File: config.mk
export PLATFORM = sky130hd
export DESIGN_NAME = ooo_exec_top
export DESIGN_NICKNAME = d
export VERILOG_FILES = /design/src/rv_ops_pkg.sv /design/src/ooo_types_pkg.sv /design/src/dispatch_rename.sv /design/src/reservation_station.sv /design/src/alu.sv /design/src/ooo_exec_top.sv
export SDC_FILE = /design/constraint.sdc
export NUM_CORES = 2
export LEC_CHECK = 0
export BUFFER_PORTS_ARGS = -buffer_cell sky130_fd_sc_hd__buf_4
export CAP_MARGIN = 10
export CORE_MARGIN = 4
export CORE_UTILIZATION = 45
export DETAILED_ROUTE_END_ITERATION = 10
export GPL_TIMING_DRIVEN = 0
export SETUP_SLACK_MARGIN = 0.2
export SLEW_MARGIN = 20
export SYNTH_ARGS = -nofsm -noshare
export SYNTH_HDL_FRONTEND = slang
export SYNTH_SLANG_ARGS = --single-unit
File: constraint.sdc
create_clock -name clk -period 11.4 [get_ports clk]
set_input_delay 0.57 -clock clk [delete_from_list [all_inputs] [get_ports clk]]
set_output_delay 0.57 -clock clk [all_outputs]
set_load 0.05 [all_outputs]
File: src/rv_ops_pkg.sv
package rv_ops_pkg;

    localparam int data_width = 32;
    localparam int shamt_bits = 5;
    localparam int reg_count  = 32;
    localparam int op_bits    = 6;

    typedef logic [data_width-1:0] data_t;
    typedef logic [4:0]            reg_idx_t;

    localparam reg_idx_t zero_reg = 5'd0;
    localparam data_t    pc_step  = 32'd4;

    // 38 codes, so six bits are needed
    typedef enum logic [op_bits-1:0] {
        op_nop,
        op_add, op_sub, op_and, op_or, op_xor, op_sll, op_srl, op_sra, op_sltu, op_slt,
        op_addi, op_andi, op_ori, op_xori, op_slli, op_srli, op_srai, op_sltiu, op_slti,
        op_lui, op_auipc, op_jal, op_jalr,
        op_beq, op_bne, op_blt, op_bge, op_bltu, op_bgeu,
        op_lw, op_lhu, op_lh, op_lbu, op_lb, op_sw, op_sh, op_sb
    } op_e;

    function automatic logic op_is_branch(input op_e op);
        return op inside {op_beq, op_bne, op_blt, op_bge, op_bltu, op_bgeu};
    endfunction

    function automatic logic op_is_store(input op_e op);
        return op inside {op_sw, op_sh, op_sb};
    endfunction

    function automatic logic op_writes_rd(input op_e op);
        return !(op_is_branch(op) || op_is_store(op) || op == op_nop);
    endfunction

    function automatic logic op_uses_rs1(input op_e op);
        return !(op inside {op_nop, op_lui, op_auipc, op_jal});
    endfunction

    // loads carry rs2 through to ls_data as well
    function automatic logic op_uses_rs2(input op_e op);
        return op inside {[op_add:op_slt], [op_beq:op_sb]};
    endfunction

endpackage

File: src/ooo_types_pkg.sv
package ooo_types_pkg;

    localparam int rob_tag_bits = 4;
    localparam int rs_depth     = 4;
    localparam int tag_pad_bits = rv_ops_pkg::data_width - rob_tag_bits;

    typedef logic [rob_tag_bits-1:0]     rob_tag_t;
    typedef logic [$clog2(rs_depth)-1:0] rs_idx_t;

    localparam rob_tag_t zero_tag  = 4'd0;
    localparam rob_tag_t first_tag = 4'd1;
    localparam rob_tag_t last_tag  = 4'd15;

    typedef struct packed {
        logic [tag_pad_bits-1:0] pad;
        rob_tag_t                tag;
    } tag_word_t;

    // value when ready, producer tag otherwise
    typedef union packed {
        rv_ops_pkg::data_t value;
        tag_word_t         pend;
    } operand_u;

    typedef struct packed {
        logic     ready;
        operand_u u;
    } operand_t;

    typedef struct packed {
        logic                 valid;
        rv_ops_pkg::op_e      op;
        rv_ops_pkg::reg_idx_t rd;
        rv_ops_pkg::reg_idx_t rs1;
        rv_ops_pkg::reg_idx_t rs2;
        rv_ops_pkg::data_t    imm;
        rv_ops_pkg::data_t    pc;
    } dispatch_t;

    typedef struct packed {
        logic              busy;
        rv_ops_pkg::op_e   op;
        rob_tag_t          tag;
        operand_t          opa;
        operand_t          opb;
        rv_ops_pkg::data_t imm;
        rv_ops_pkg::data_t pc;
    } rs_entry_t;

    typedef struct packed {
        logic              valid;
        rv_ops_pkg::op_e   op;
        rob_tag_t          tag;
        rv_ops_pkg::data_t a;
        rv_ops_pkg::data_t b;
        rv_ops_pkg::data_t imm;
        rv_ops_pkg::data_t pc;
    } issue_t;

    typedef struct packed {
        logic              valid;
        rob_tag_t          tag;
        rv_ops_pkg::data_t value;
        rv_ops_pkg::data_t ls_data;
        logic              jump_ena;
        rv_ops_pkg::data_t jump_addr;
    } cdb_t;

    // capture a broadcast value if this operand waits on its tag
    function automatic operand_t wake_operand(input operand_t opnd, input cdb_t bus);
        operand_t res;
        res = opnd;
        if (!opnd.ready && bus.valid && opnd.u.pend.tag == bus.tag) begin
            res.ready   = 1'b1;
            res.u.value = bus.value;
        end
        return res;
    endfunction

endpackage

File: src/dispatch_rename.sv
`timescale 1ns/1ps

module dispatch_rename (
    input  logic                     clk,
    input  logic                     rst,
    input  ooo_types_pkg::dispatch_t dispatch,
    input  ooo_types_pkg::cdb_t      cdb,
    input  logic                     rs_full,
    output ooo_types_pkg::rs_entry_t rs_alloc
);
    import rv_ops_pkg::*;
    import ooo_types_pkg::*;

    // register status table
    operand_t rat [reg_count];
    rob_tag_t next_tag;

    logic accept;
    logic marks_rd;

    function automatic operand_t rename_src(
        input reg_idx_t idx,
        input logic     used,
        input operand_t cur,
        input cdb_t     bus
    );
        operand_t res;
        if (!used || idx == zero_reg) begin
            res.ready   = 1'b1;
            res.u.value = '0;
        end else begin
            // bypass from the bus, else table contents
            res = wake_operand(cur, bus);
        end
        return res;
    endfunction

    // nop takes no slot and no tag
    assign accept   = dispatch.valid && !rs_full && dispatch.op != op_nop;
    assign marks_rd = op_writes_rd(dispatch.op) && dispatch.rd != zero_reg;

    always_comb begin
        rs_alloc.busy = accept;
        rs_alloc.op   = dispatch.op;
        rs_alloc.tag  = next_tag;
        rs_alloc.opa  = rename_src(dispatch.rs1, op_uses_rs1(dispatch.op),
                                   rat[dispatch.rs1], cdb);
        rs_alloc.opb  = rename_src(dispatch.rs2, op_uses_rs2(dispatch.op),
                                   rat[dispatch.rs2], cdb);
        rs_alloc.imm  = dispatch.imm;
        rs_alloc.pc   = dispatch.pc;
    end

    always_ff @(posedge clk) begin
        if (rst) begin
            next_tag <= first_tag;
            for (int i = 0; i < reg_count; i++) begin
                rat[i].ready   <= 1'b1;
                rat[i].u.value <= '0;
            end
        end else begin
            // results only land where the pending tag still matches
            for (int i = 0; i < reg_count; i++) begin
                rat[i] <= wake_operand(rat[i], cdb);
            end
            if (accept) begin
                if (next_tag == last_tag) begin
                    next_tag <= first_tag;
                end else begin
                    next_tag <= next_tag + 1'b1;
                end
                // newer producer overrides a same-cycle broadcast
                if (marks_rd) begin
                    rat[dispatch.rd].ready      <= 1'b0;
                    rat[dispatch.rd].u.pend.pad <= '0;
                    rat[dispatch.rd].u.pend.tag <= next_tag;
                end
            end
        end
    end

endmodule

File: src/reservation_station.sv
`timescale 1ns/1ps

module reservation_station (
    input  logic                     clk,
    input  logic                     rst,
    input  ooo_types_pkg::rs_entry_t rs_alloc,
    input  ooo_types_pkg::cdb_t      cdb,
    output ooo_types_pkg::issue_t    issue,
    output logic                     rs_full
);
    import ooo_types_pkg::*;

    rs_entry_t slot [rs_depth];
    // 0 is the oldest busy slot
    rs_idx_t   rank [rs_depth];

    logic [$clog2(rs_depth+1)-1:0] busy_cnt;

    logic    free_found;
    rs_idx_t free_idx;
    logic    sel_found;
    rs_idx_t sel_idx;
    rs_idx_t new_rank;
    logic    alloc;

    always_comb begin
        busy_cnt   = '0;
        free_found = 1'b0;
        free_idx   = '0;
        sel_found  = 1'b0;
        sel_idx    = '0;
        for (int i = 0; i < rs_depth; i++) begin
            if (slot[i].busy) begin
                busy_cnt = busy_cnt + 1'b1;
            end else if (!free_found) begin
                free_found = 1'b1;
                free_idx   = rs_idx_t'(i);
            end
            // oldest entry with both operands in hand
            if (slot[i].busy && slot[i].opa.ready && slot[i].opb.ready) begin
                if (!sel_found || rank[i] < rank[sel_idx]) begin
                    sel_found = 1'b1;
                    sel_idx   = rs_idx_t'(i);
                end
            end
        end
    end

    assign rs_full  = busy_cnt == rs_depth;
    assign alloc    = rs_alloc.busy && free_found;
    // new entry lands behind everything that stays
    assign new_rank = rs_idx_t'(busy_cnt) - rs_idx_t'(sel_found);

    always_comb begin
        issue.valid = sel_found;
        issue.op    = slot[sel_idx].op;
        issue.tag   = slot[sel_idx].tag;
        issue.a     = slot[sel_idx].opa.u.value;
        issue.b     = slot[sel_idx].opb.u.value;
        issue.imm   = slot[sel_idx].imm;
        issue.pc    = slot[sel_idx].pc;
    end

    always_ff @(posedge clk) begin
        if (rst) begin
            for (int i = 0; i < rs_depth; i++) begin
                slot[i].busy <= 1'b0;
                rank[i]      <= '0;
            end
        end else begin
            for (int i = 0; i < rs_depth; i++) begin
                if (slot[i].busy) begin
                    slot[i].opa <= wake_operand(slot[i].opa, cdb);
                    slot[i].opb <= wake_operand(slot[i].opb, cdb);
                    // younger entries move up past the issued one
                    if (sel_found && rank[i] > rank[sel_idx]) begin
                        rank[i] <= rank[i] - 1'b1;
                    end
                end
            end
            if (sel_found) begin
                slot[sel_idx].busy <= 1'b0;
            end
            if (alloc) begin
                slot[free_idx] <= rs_alloc;
                rank[free_idx] <= new_rank;
            end
        end
    end

endmodule

File: src/alu.sv
`timescale 1ns/1ps

module alu (
    input  logic                  clk,
    input  logic                  rst,
    input  ooo_types_pkg::issue_t issue,
    output ooo_types_pkg::cdb_t   cdb
);
    import rv_ops_pkg::*;
    import ooo_types_pkg::*;

    data_t res;
    data_t jaddr;
    logic  jena;
    logic  taken;

    logic [shamt_bits-1:0] sh_b;
    logic [shamt_bits-1:0] sh_i;

    assign sh_b = issue.b[shamt_bits-1:0];
    assign sh_i = issue.imm[shamt_bits-1:0];

    always_comb begin
        res   = '0;
        jena  = 1'b0;
        taken = 1'b0;
        jaddr = issue.pc + pc_step;
        case (issue.op)
            op_add:   res = issue.a + issue.b;
            op_sub:   res = issue.a - issue.b;
            op_and:   res = issue.a & issue.b;
            op_or:    res = issue.a | issue.b;
            op_xor:   res = issue.a ^ issue.b;
            op_sll:   res = issue.a << sh_b;
            op_srl:   res = issue.a >> sh_b;
            op_sra:   res = data_t'($signed(issue.a) >>> sh_b);
            op_sltu:  res = data_t'(issue.a < issue.b);
            op_slt:   res = data_t'($signed(issue.a) < $signed(issue.b));
            op_addi:  res = issue.a + issue.imm;
            op_andi:  res = issue.a & issue.imm;
            op_ori:   res = issue.a | issue.imm;
            op_xori:  res = issue.a ^ issue.imm;
            op_slli:  res = issue.a << sh_i;
            op_srli:  res = issue.a >> sh_i;
            op_srai:  res = data_t'($signed(issue.a) >>> sh_i);
            op_sltiu: res = data_t'(issue.a < issue.imm);
            op_slti:  res = data_t'($signed(issue.a) < $signed(issue.imm));
            op_lui:   res = issue.imm;
            op_auipc: res = issue.pc + issue.imm;
            op_jal: begin
                // fetch already redirected, report the target only
                res   = issue.pc + pc_step;
                jaddr = issue.pc + issue.imm;
            end
            op_jalr: begin
                res   = issue.pc + pc_step;
                jena  = 1'b1;
                jaddr = (issue.a + issue.imm) & ~data_t'(1);
            end
            op_beq:   taken = issue.a == issue.b;
            op_bne:   taken = issue.a != issue.b;
            op_blt:   taken = $signed(issue.a) < $signed(issue.b);
            op_bge:   taken = $signed(issue.a) >= $signed(issue.b);
            op_bltu:  taken = issue.a < issue.b;
            op_bgeu:  taken = issue.a >= issue.b;
            op_lw, op_lhu, op_lh, op_lbu, op_lb,
            op_sw, op_sh, op_sb: begin
                res = issue.a + issue.imm;
            end
            default:  res = '0;
        endcase
        if (op_is_branch(issue.op)) begin
            res  = data_t'(taken);
            jena = taken;
            if (taken) begin
                jaddr = issue.pc + issue.imm;
            end
        end
    end

    // CDB register
    always_ff @(posedge clk) begin
        if (rst) begin
            cdb.valid    <= 1'b0;
            cdb.jump_ena <= 1'b0;
        end else begin
            cdb.valid    <= issue.valid && issue.op != op_nop;
            cdb.jump_ena <= issue.valid && jena;
        end
        cdb.tag       <= issue.valid ? issue.tag : zero_tag;
        cdb.value     <= res;
        cdb.ls_data   <= issue.b;
        cdb.jump_addr <= jaddr;
    end

endmodule

File: src/ooo_exec_top.sv
`timescale 1ns/1ps

module ooo_exec_top (
    input  logic                     clk,
    input  logic                     rst,
    input  ooo_types_pkg::dispatch_t dispatch,
    output ooo_types_pkg::cdb_t      cdb,
    output logic                     rs_full
);
    import ooo_types_pkg::*;

    rs_entry_t rs_alloc;
    issue_t    issue;

    dispatch_rename u_rename (
        .clk      (clk),
        .rst      (rst),
        .dispatch (dispatch),
        .cdb      (cdb),
        .rs_full  (rs_full),
        .rs_alloc (rs_alloc)
    );

    reservation_station u_station (
        .clk      (clk),
        .rst      (rst),
        .rs_alloc (rs_alloc),
        .cdb      (cdb),
        .issue    (issue),
        .rs_full  (rs_full)
    );

    // result register doubles as the CDB
    alu u_alu (
        .clk   (clk),
        .rst   (rst),
        .issue (issue),
        .cdb   (cdb)
    );

endmodule

Word-level counts from Yosys, hierarchy flattened. Memories as Yosys holds them, arrays and structs flattened. Index checks and enable logic that the tools add are counted. Widths: inputs -> output; s select.

Flip-flop bits (word level): 106. RAM bits: 1628. Bits of input ports: 88. Logic and storage cells: 562. Memories kept: 3.

Memories: u_rename.rat (depth 32, bits a word 33, rd ports 34, clocked after Yosys merged registers in 0, write ports 33, line dispatch_rename.sv:15) `operand_t rat [reg_count];`; u_station.slot (depth 4, bits a word 141, rd ports 5, clocked after Yosys merged registers in 0, write ports 6, line reservation_station.sv:13) `rs_entry_t slot [rs_depth];`; u_station.rank (depth 4, bits a word 2, rd ports 7, clocked after Yosys merged registers in 0, write ports 5, line reservation_station.sv:15) `rs_idx_t rank [rs_depth];`.

$add $sub $neg: 14. Order comparisons: 17. Eq/ne operators: 95. Shift operators: 6. Mux-type cells: 205. Bitwise operators: 42. Reductions and logical operators: 172.

Operators by type and width (number): $mux 33 (124); $pmux 32 s22 (1); $eq 4x4->1 (42); $eq 6x5->1 const B (25); $lt 32x32->1 (4); $logic_and 1x1->1 (104); $add 32x32->32 (3); $and 32x32->32 (2); $ge 32x32->1 (2); $mux 32 (2); $or 32x32->32 (2); $pmux 32 s2 (1); $shl 32x5->32 (2); $shr 32x5->32 (2); $sshr 32x5->32 (2); $xor 32x32->32 (2); $mux 1 (58); $eq 6x6->1 const B (9); $eq 6x4->1 const B (8); $logic_not 1->1 (48); $or 1x1->1 (36); $add 32x3->32 const B (1); $eq 32x32->1 (1); $ne 32x32->1 (1); other kinds (31) (69).

Logic depth before layout (Yosys ltp). An unclocked memory read counts as a cell.

Depth after elaboration: 26. Depth in mapped cells: 53. Gate-level depth less buffers: 34.

Hierarchy. From an unflattened synthesis, not the netlist that was laid out.

Cell total of the unflattened synthesis: 10099. Area total of the unflattened synthesis: 104536.5 um^2.

By module, submodules not included: dispatch_rename (times used 1, cells an instance 4986, area an instance 58869.0 um^2); reservation_station (times used 1, cells an instance 2110, area an instance 24768.8 um^2); alu (times used 1, cells an instance 3003, area an instance 20898.8 um^2).

Least setup slack after synthesis. OpenSTA, ideal clock, no wires.

Kind: reg-to-reg. Start point: memory u_station.rank[1][1] in the netlist's numbering. End point: register, netlist name u_alu.cdb[23]. Arrival: 10.591 ns. Data required time: 11.284 ns. Setup slack: 0.693 ns. Stages on the path, launching flop included: 50. Buffers on the path: 21. Clock period less this slack: 10.707 ns. Cells stage by stage: edfxtp_1 -> ha_1 -> a211o_1 -> nand2_2 -> buf_4 -> buf_2 -> buf_4 -> buf_2 -> buf_2 -> buf_2 -> buf_2 -> a21oi_1 -> ha_1 -> a2111o_1 -> o22ai_2 -> buf_6 -> buf_2 -> buf_2 -> [... 14 more ...] -> buf_2 -> nor2_1 -> nor3_1 -> ha_1 -> clkbuf_1 -> or2_2 -> or4_1 -> a211oi_1 -> o41ai_2 -> o41ai_1 -> o31ai_1 -> a21oi_1 -> o31ai_1 -> a211o_1 -> a21oi_1 -> buf_2 -> o22ai_1 -> a31o_2.

RTL lines (line): from (decl) (reservation_station.sv:15).

==> run_results.csv <==
group,metric,value,unit
timing,tightest_slew,1.41,ns
timing,hold_viol,0,
yosys,ys_async_sr_fraction,0,%
timing,period_share,98.8,%
pwr,p_per_area,155,mW/mm^2
routing,wl_per_cell,40.3,um
placed_design,portBuffers,179,
final_layout,final_cell_mix,"nor2_1, mux2i_1, nand2_1",
cts,cts_buffer_depth,3,
timing,max-slew-margin-rel,5.79,%
routing,antenna_left,0,
run_status,status,"finished, final reports clean",
routing,routed_wirelength,549000,um
placed_design,gp_congestion,1.10,
global_route,antenna_found_initial,53,
worst_setup_path,start_kind,"flip-flop",
yosys,synth-seq-cells,1734,
cts,clk_pin_slew,0.06,ns
timing,setup_viol,0,
floorplanning,start_util,45.4,%
floorplanning,die-area,0.235,sq mm
floorplanning,io_pins,191,
worst_setup_path,cpPeakStageDelay,0.93,ns
routing,drt-initial-drc-count,13600,
yosys,synth_ff_type,"dfxtp_1",
timing,fin_crit,11.26,ns
global_route,overflow,0,
pwr,peakVddDrop,0.000149,V
global_route,grt_max_degree,41,
job,maxCapViolations,0,
routing,first_pass_iters,6,
yosys,yosysUniqueCellTypes,104,
placed_design,post-place-cells,13100,
timing,skew,0.0671,ns
timing,rsz0062_at_grt,"no",
routing,drc,0,
worst_setup_path,crit_type,"reg -> reg",
cts,cts_root_buf,"clkbuf_16",
floorplanning,die_x,485,um
floorplanning,dieHeight,485,um
timing,drv_slew,0,
worst_setup_path,slowest_stage,"nand4_1",
hold_path,min_path_type,"in -> reg",
final_layout,nets,10700,
cts,cts_tree,"built",
yosys,syn_area,0.102,sq mm
global_route,grt_pass1_vias,89200,
cts,clock_sinks,1734,
routing,via_count,92100,
pwr,leakage,46.5,nW
yosys,syn_nets,10100,
timing,finalSetupTns,0,ns
yosys,syn_inst,9865,
final_layout,syn_to_final_growth,15.8,%
global_route,track_usage,45.5,%
final_layout,fillers,20400,
final_layout,mostFrequentLayoutCell,"nor2_1",
yosys,synth_edf_count,696,
routing,viasPerCell,6.76,
floorplanning,rows,174,
worst_setup_path,cp_data_arrival_time,11.72,ns
global_route,grt_pass1_wl,741000,um
yosys,yosys_warnings,0,
worst_setup_path,crit_required,11.86,ns
cts,htree_levels,4,
timing,fmax,88.8,MHz
placed_design,dp_hpwl,434000,um
final_layout,fin_cells,13600,
cts,clkLatencyLatePin,0.93,ns
final_layout,layout-drive-gt1-share,18.6,%
worst_setup_path,cpMostUsedCell,"buf_12",
floorplanning,core_area,0.226,sq mm
worst_setup_path,end_kind,"flip-flop",
cts,cts-buffers-inserted,190,
yosys,yosysSeqAreaShare,40.7,%
worst_setup_path,path_max_fanout,10,
yosys,syn_area_per_cell,10.4,sq um
==> routing by layer <==
| layer | vias up | part of all wire, % | GRT usage [%] |
|---|---|---|---|
| met5 | - | 0.044 | 0 |
| met4 | 36 | 11 | 40.3 |
| met3 | 1765 | 10 | 11.1 |
| met2 | 6635 | 43 | 69.0 |
| met1 | 46200 | 35 | 53.7 |
| li1 | 37500 | - | - |
==> critical path: cells and delay by family (launching register included) <==
family | cells | cell delay, ns
and+or+nand+nor | 11 | 2.98
DFF | 1 | 0.43
muxes | 2 | 1.54
AOI/OAI and AO/OA | 6 | 1.74
buffers and inverters | 18 | 3.27
adders and majority gates | 3 | 0.70
==> cell usage after synthesis, types with 44 or more instances <==
library cell / n / area share [%]
a211oi_1: 99 / 0.73
a21o_1: 45 / 0.33
a21oi_1: 300 / 1.5
a22oi_1: 63 / 0.46
a31oi_1: 95 / 0.58
buf_1: 128 / 0.47
buf_2: 87 / 0.42
clkbuf_1: 615 / 2.3
dfxtp_1: 1038 / 20
edfxtp_1: 696 / 20
ha_1: 175 / 2.1
inv_1: 174 / 0.64
mux2_2: 117 / 1.3
mux2i_1: 1201 / 12
mux4_2: 675 / 15
nand2_1: 1145 / 4.2
nand2b_1: 96 / 0.59
nand3_1: 105 / 0.51
nand4_1: 44 / 0.27
nor2_1: 1453 / 5.3
nor3_1: 106 / 0.52
o211ai_1: 66 / 0.48
o21ai_0: 217 / 1.1
o22ai_1: 129 / 0.79
xnor2_1: 161 / 1.4
xor2_1: 72 / 0.62
==> sequential cells by signal (all words and copies together), names as in the netlist <==
signal and count:
u_alu.cdb 102, u_rename.rat 1056, u_station.rank 8, u_rename.next_tag 4, u_station.slot 564
==> stage by stage <==
stage,utilization [%],power (mW),cell area [sq um],hold slack (ns),setup slack (ns)
4_1_cts,52.4,18.2,118000,0.0777,0.230
3_5_place_dp,48.6,11.6,110000,0.500,-6.81
3_3_place_gp,47.7,11.5,108000,0.484,-9.75
5_1_grt,52.6,18.8,119000,0.107,0.106
2_1_floorplan,-,9.48,102000,0.454,0.693
6_report,52.6,18.4,119000,0.111,0.142
==> worst paths after layout <==
| kind | start | endpoint | slack (ns) | cells after the start |
|---|---|---|---|---|
| setup / recovery | u_station.rank[0][1] | u_alu.cdb[68] | 0.14 | 40 |
| hold / removal | dispatch[85] | u_rename.next_tag[3] | 0.11 | 4 |
| setup reg to reg | u_station.rank[0][1] | u_alu.cdb[68] | 0.14 | 40 |
| hold reg to reg | u_station.slot[3][130] | u_alu.cdb[97] | 0.51 | 2 |
==> logic make-up (layout without fill, tap and decap cells) <==
family	Yosys count	in the layout	share of synthesized area, %
and+or+nand+nor	3196	3196	13.1
muxes	2022	2022	28.3
DFF	1734	1734	40.7
AOI/OAI and AO/OA	1444	1444	9.58
buffers and inverters	1057	1809	4.15
xor gates and xnor gates	233	233	1.99
adders and majority gates	179	179	2.22
other	0	26	0
==> where the power goes <==
part / internal, mW / leakage, nW / switching (mW)
registers: 6.74 / 14.9 / 0.237
logic: 1.33 / 28.3 / 3.59
clock network: 3.72 / 3.24 / 2.80
total: 11.8 / 46.5 / 6.62
==> repair_timing <==
action / CTS / global route
hold buffers: 70 / 0
setup endpoints to repair: 110 / 57
pin swaps: 19 / 12
buffers inserted: 52 / 10
hold endpoints to repair: 280 / 0
gates resized for setup: 243 / 43
==> final cells by class <==
cell class / instances / area (sq um) / share of cell area (%)
antenna: 26 / 65.1 / 0.0549
multi-input combinational: 7074 / 57900 / 48.8
sequential: 1734 / 41700 / 35.1
buffer: 861 / 4110 / 3.47
clock buffer: 271 / 5570 / 4.69
clock inverter: 78 / 1030 / 0.867
tap: 2992 / 3740 / 3.16
timing repair buffer: 403 / 3740 / 3.15
inverter: 196 / 771 / 0.650
(Power assumes the default switching activity.)
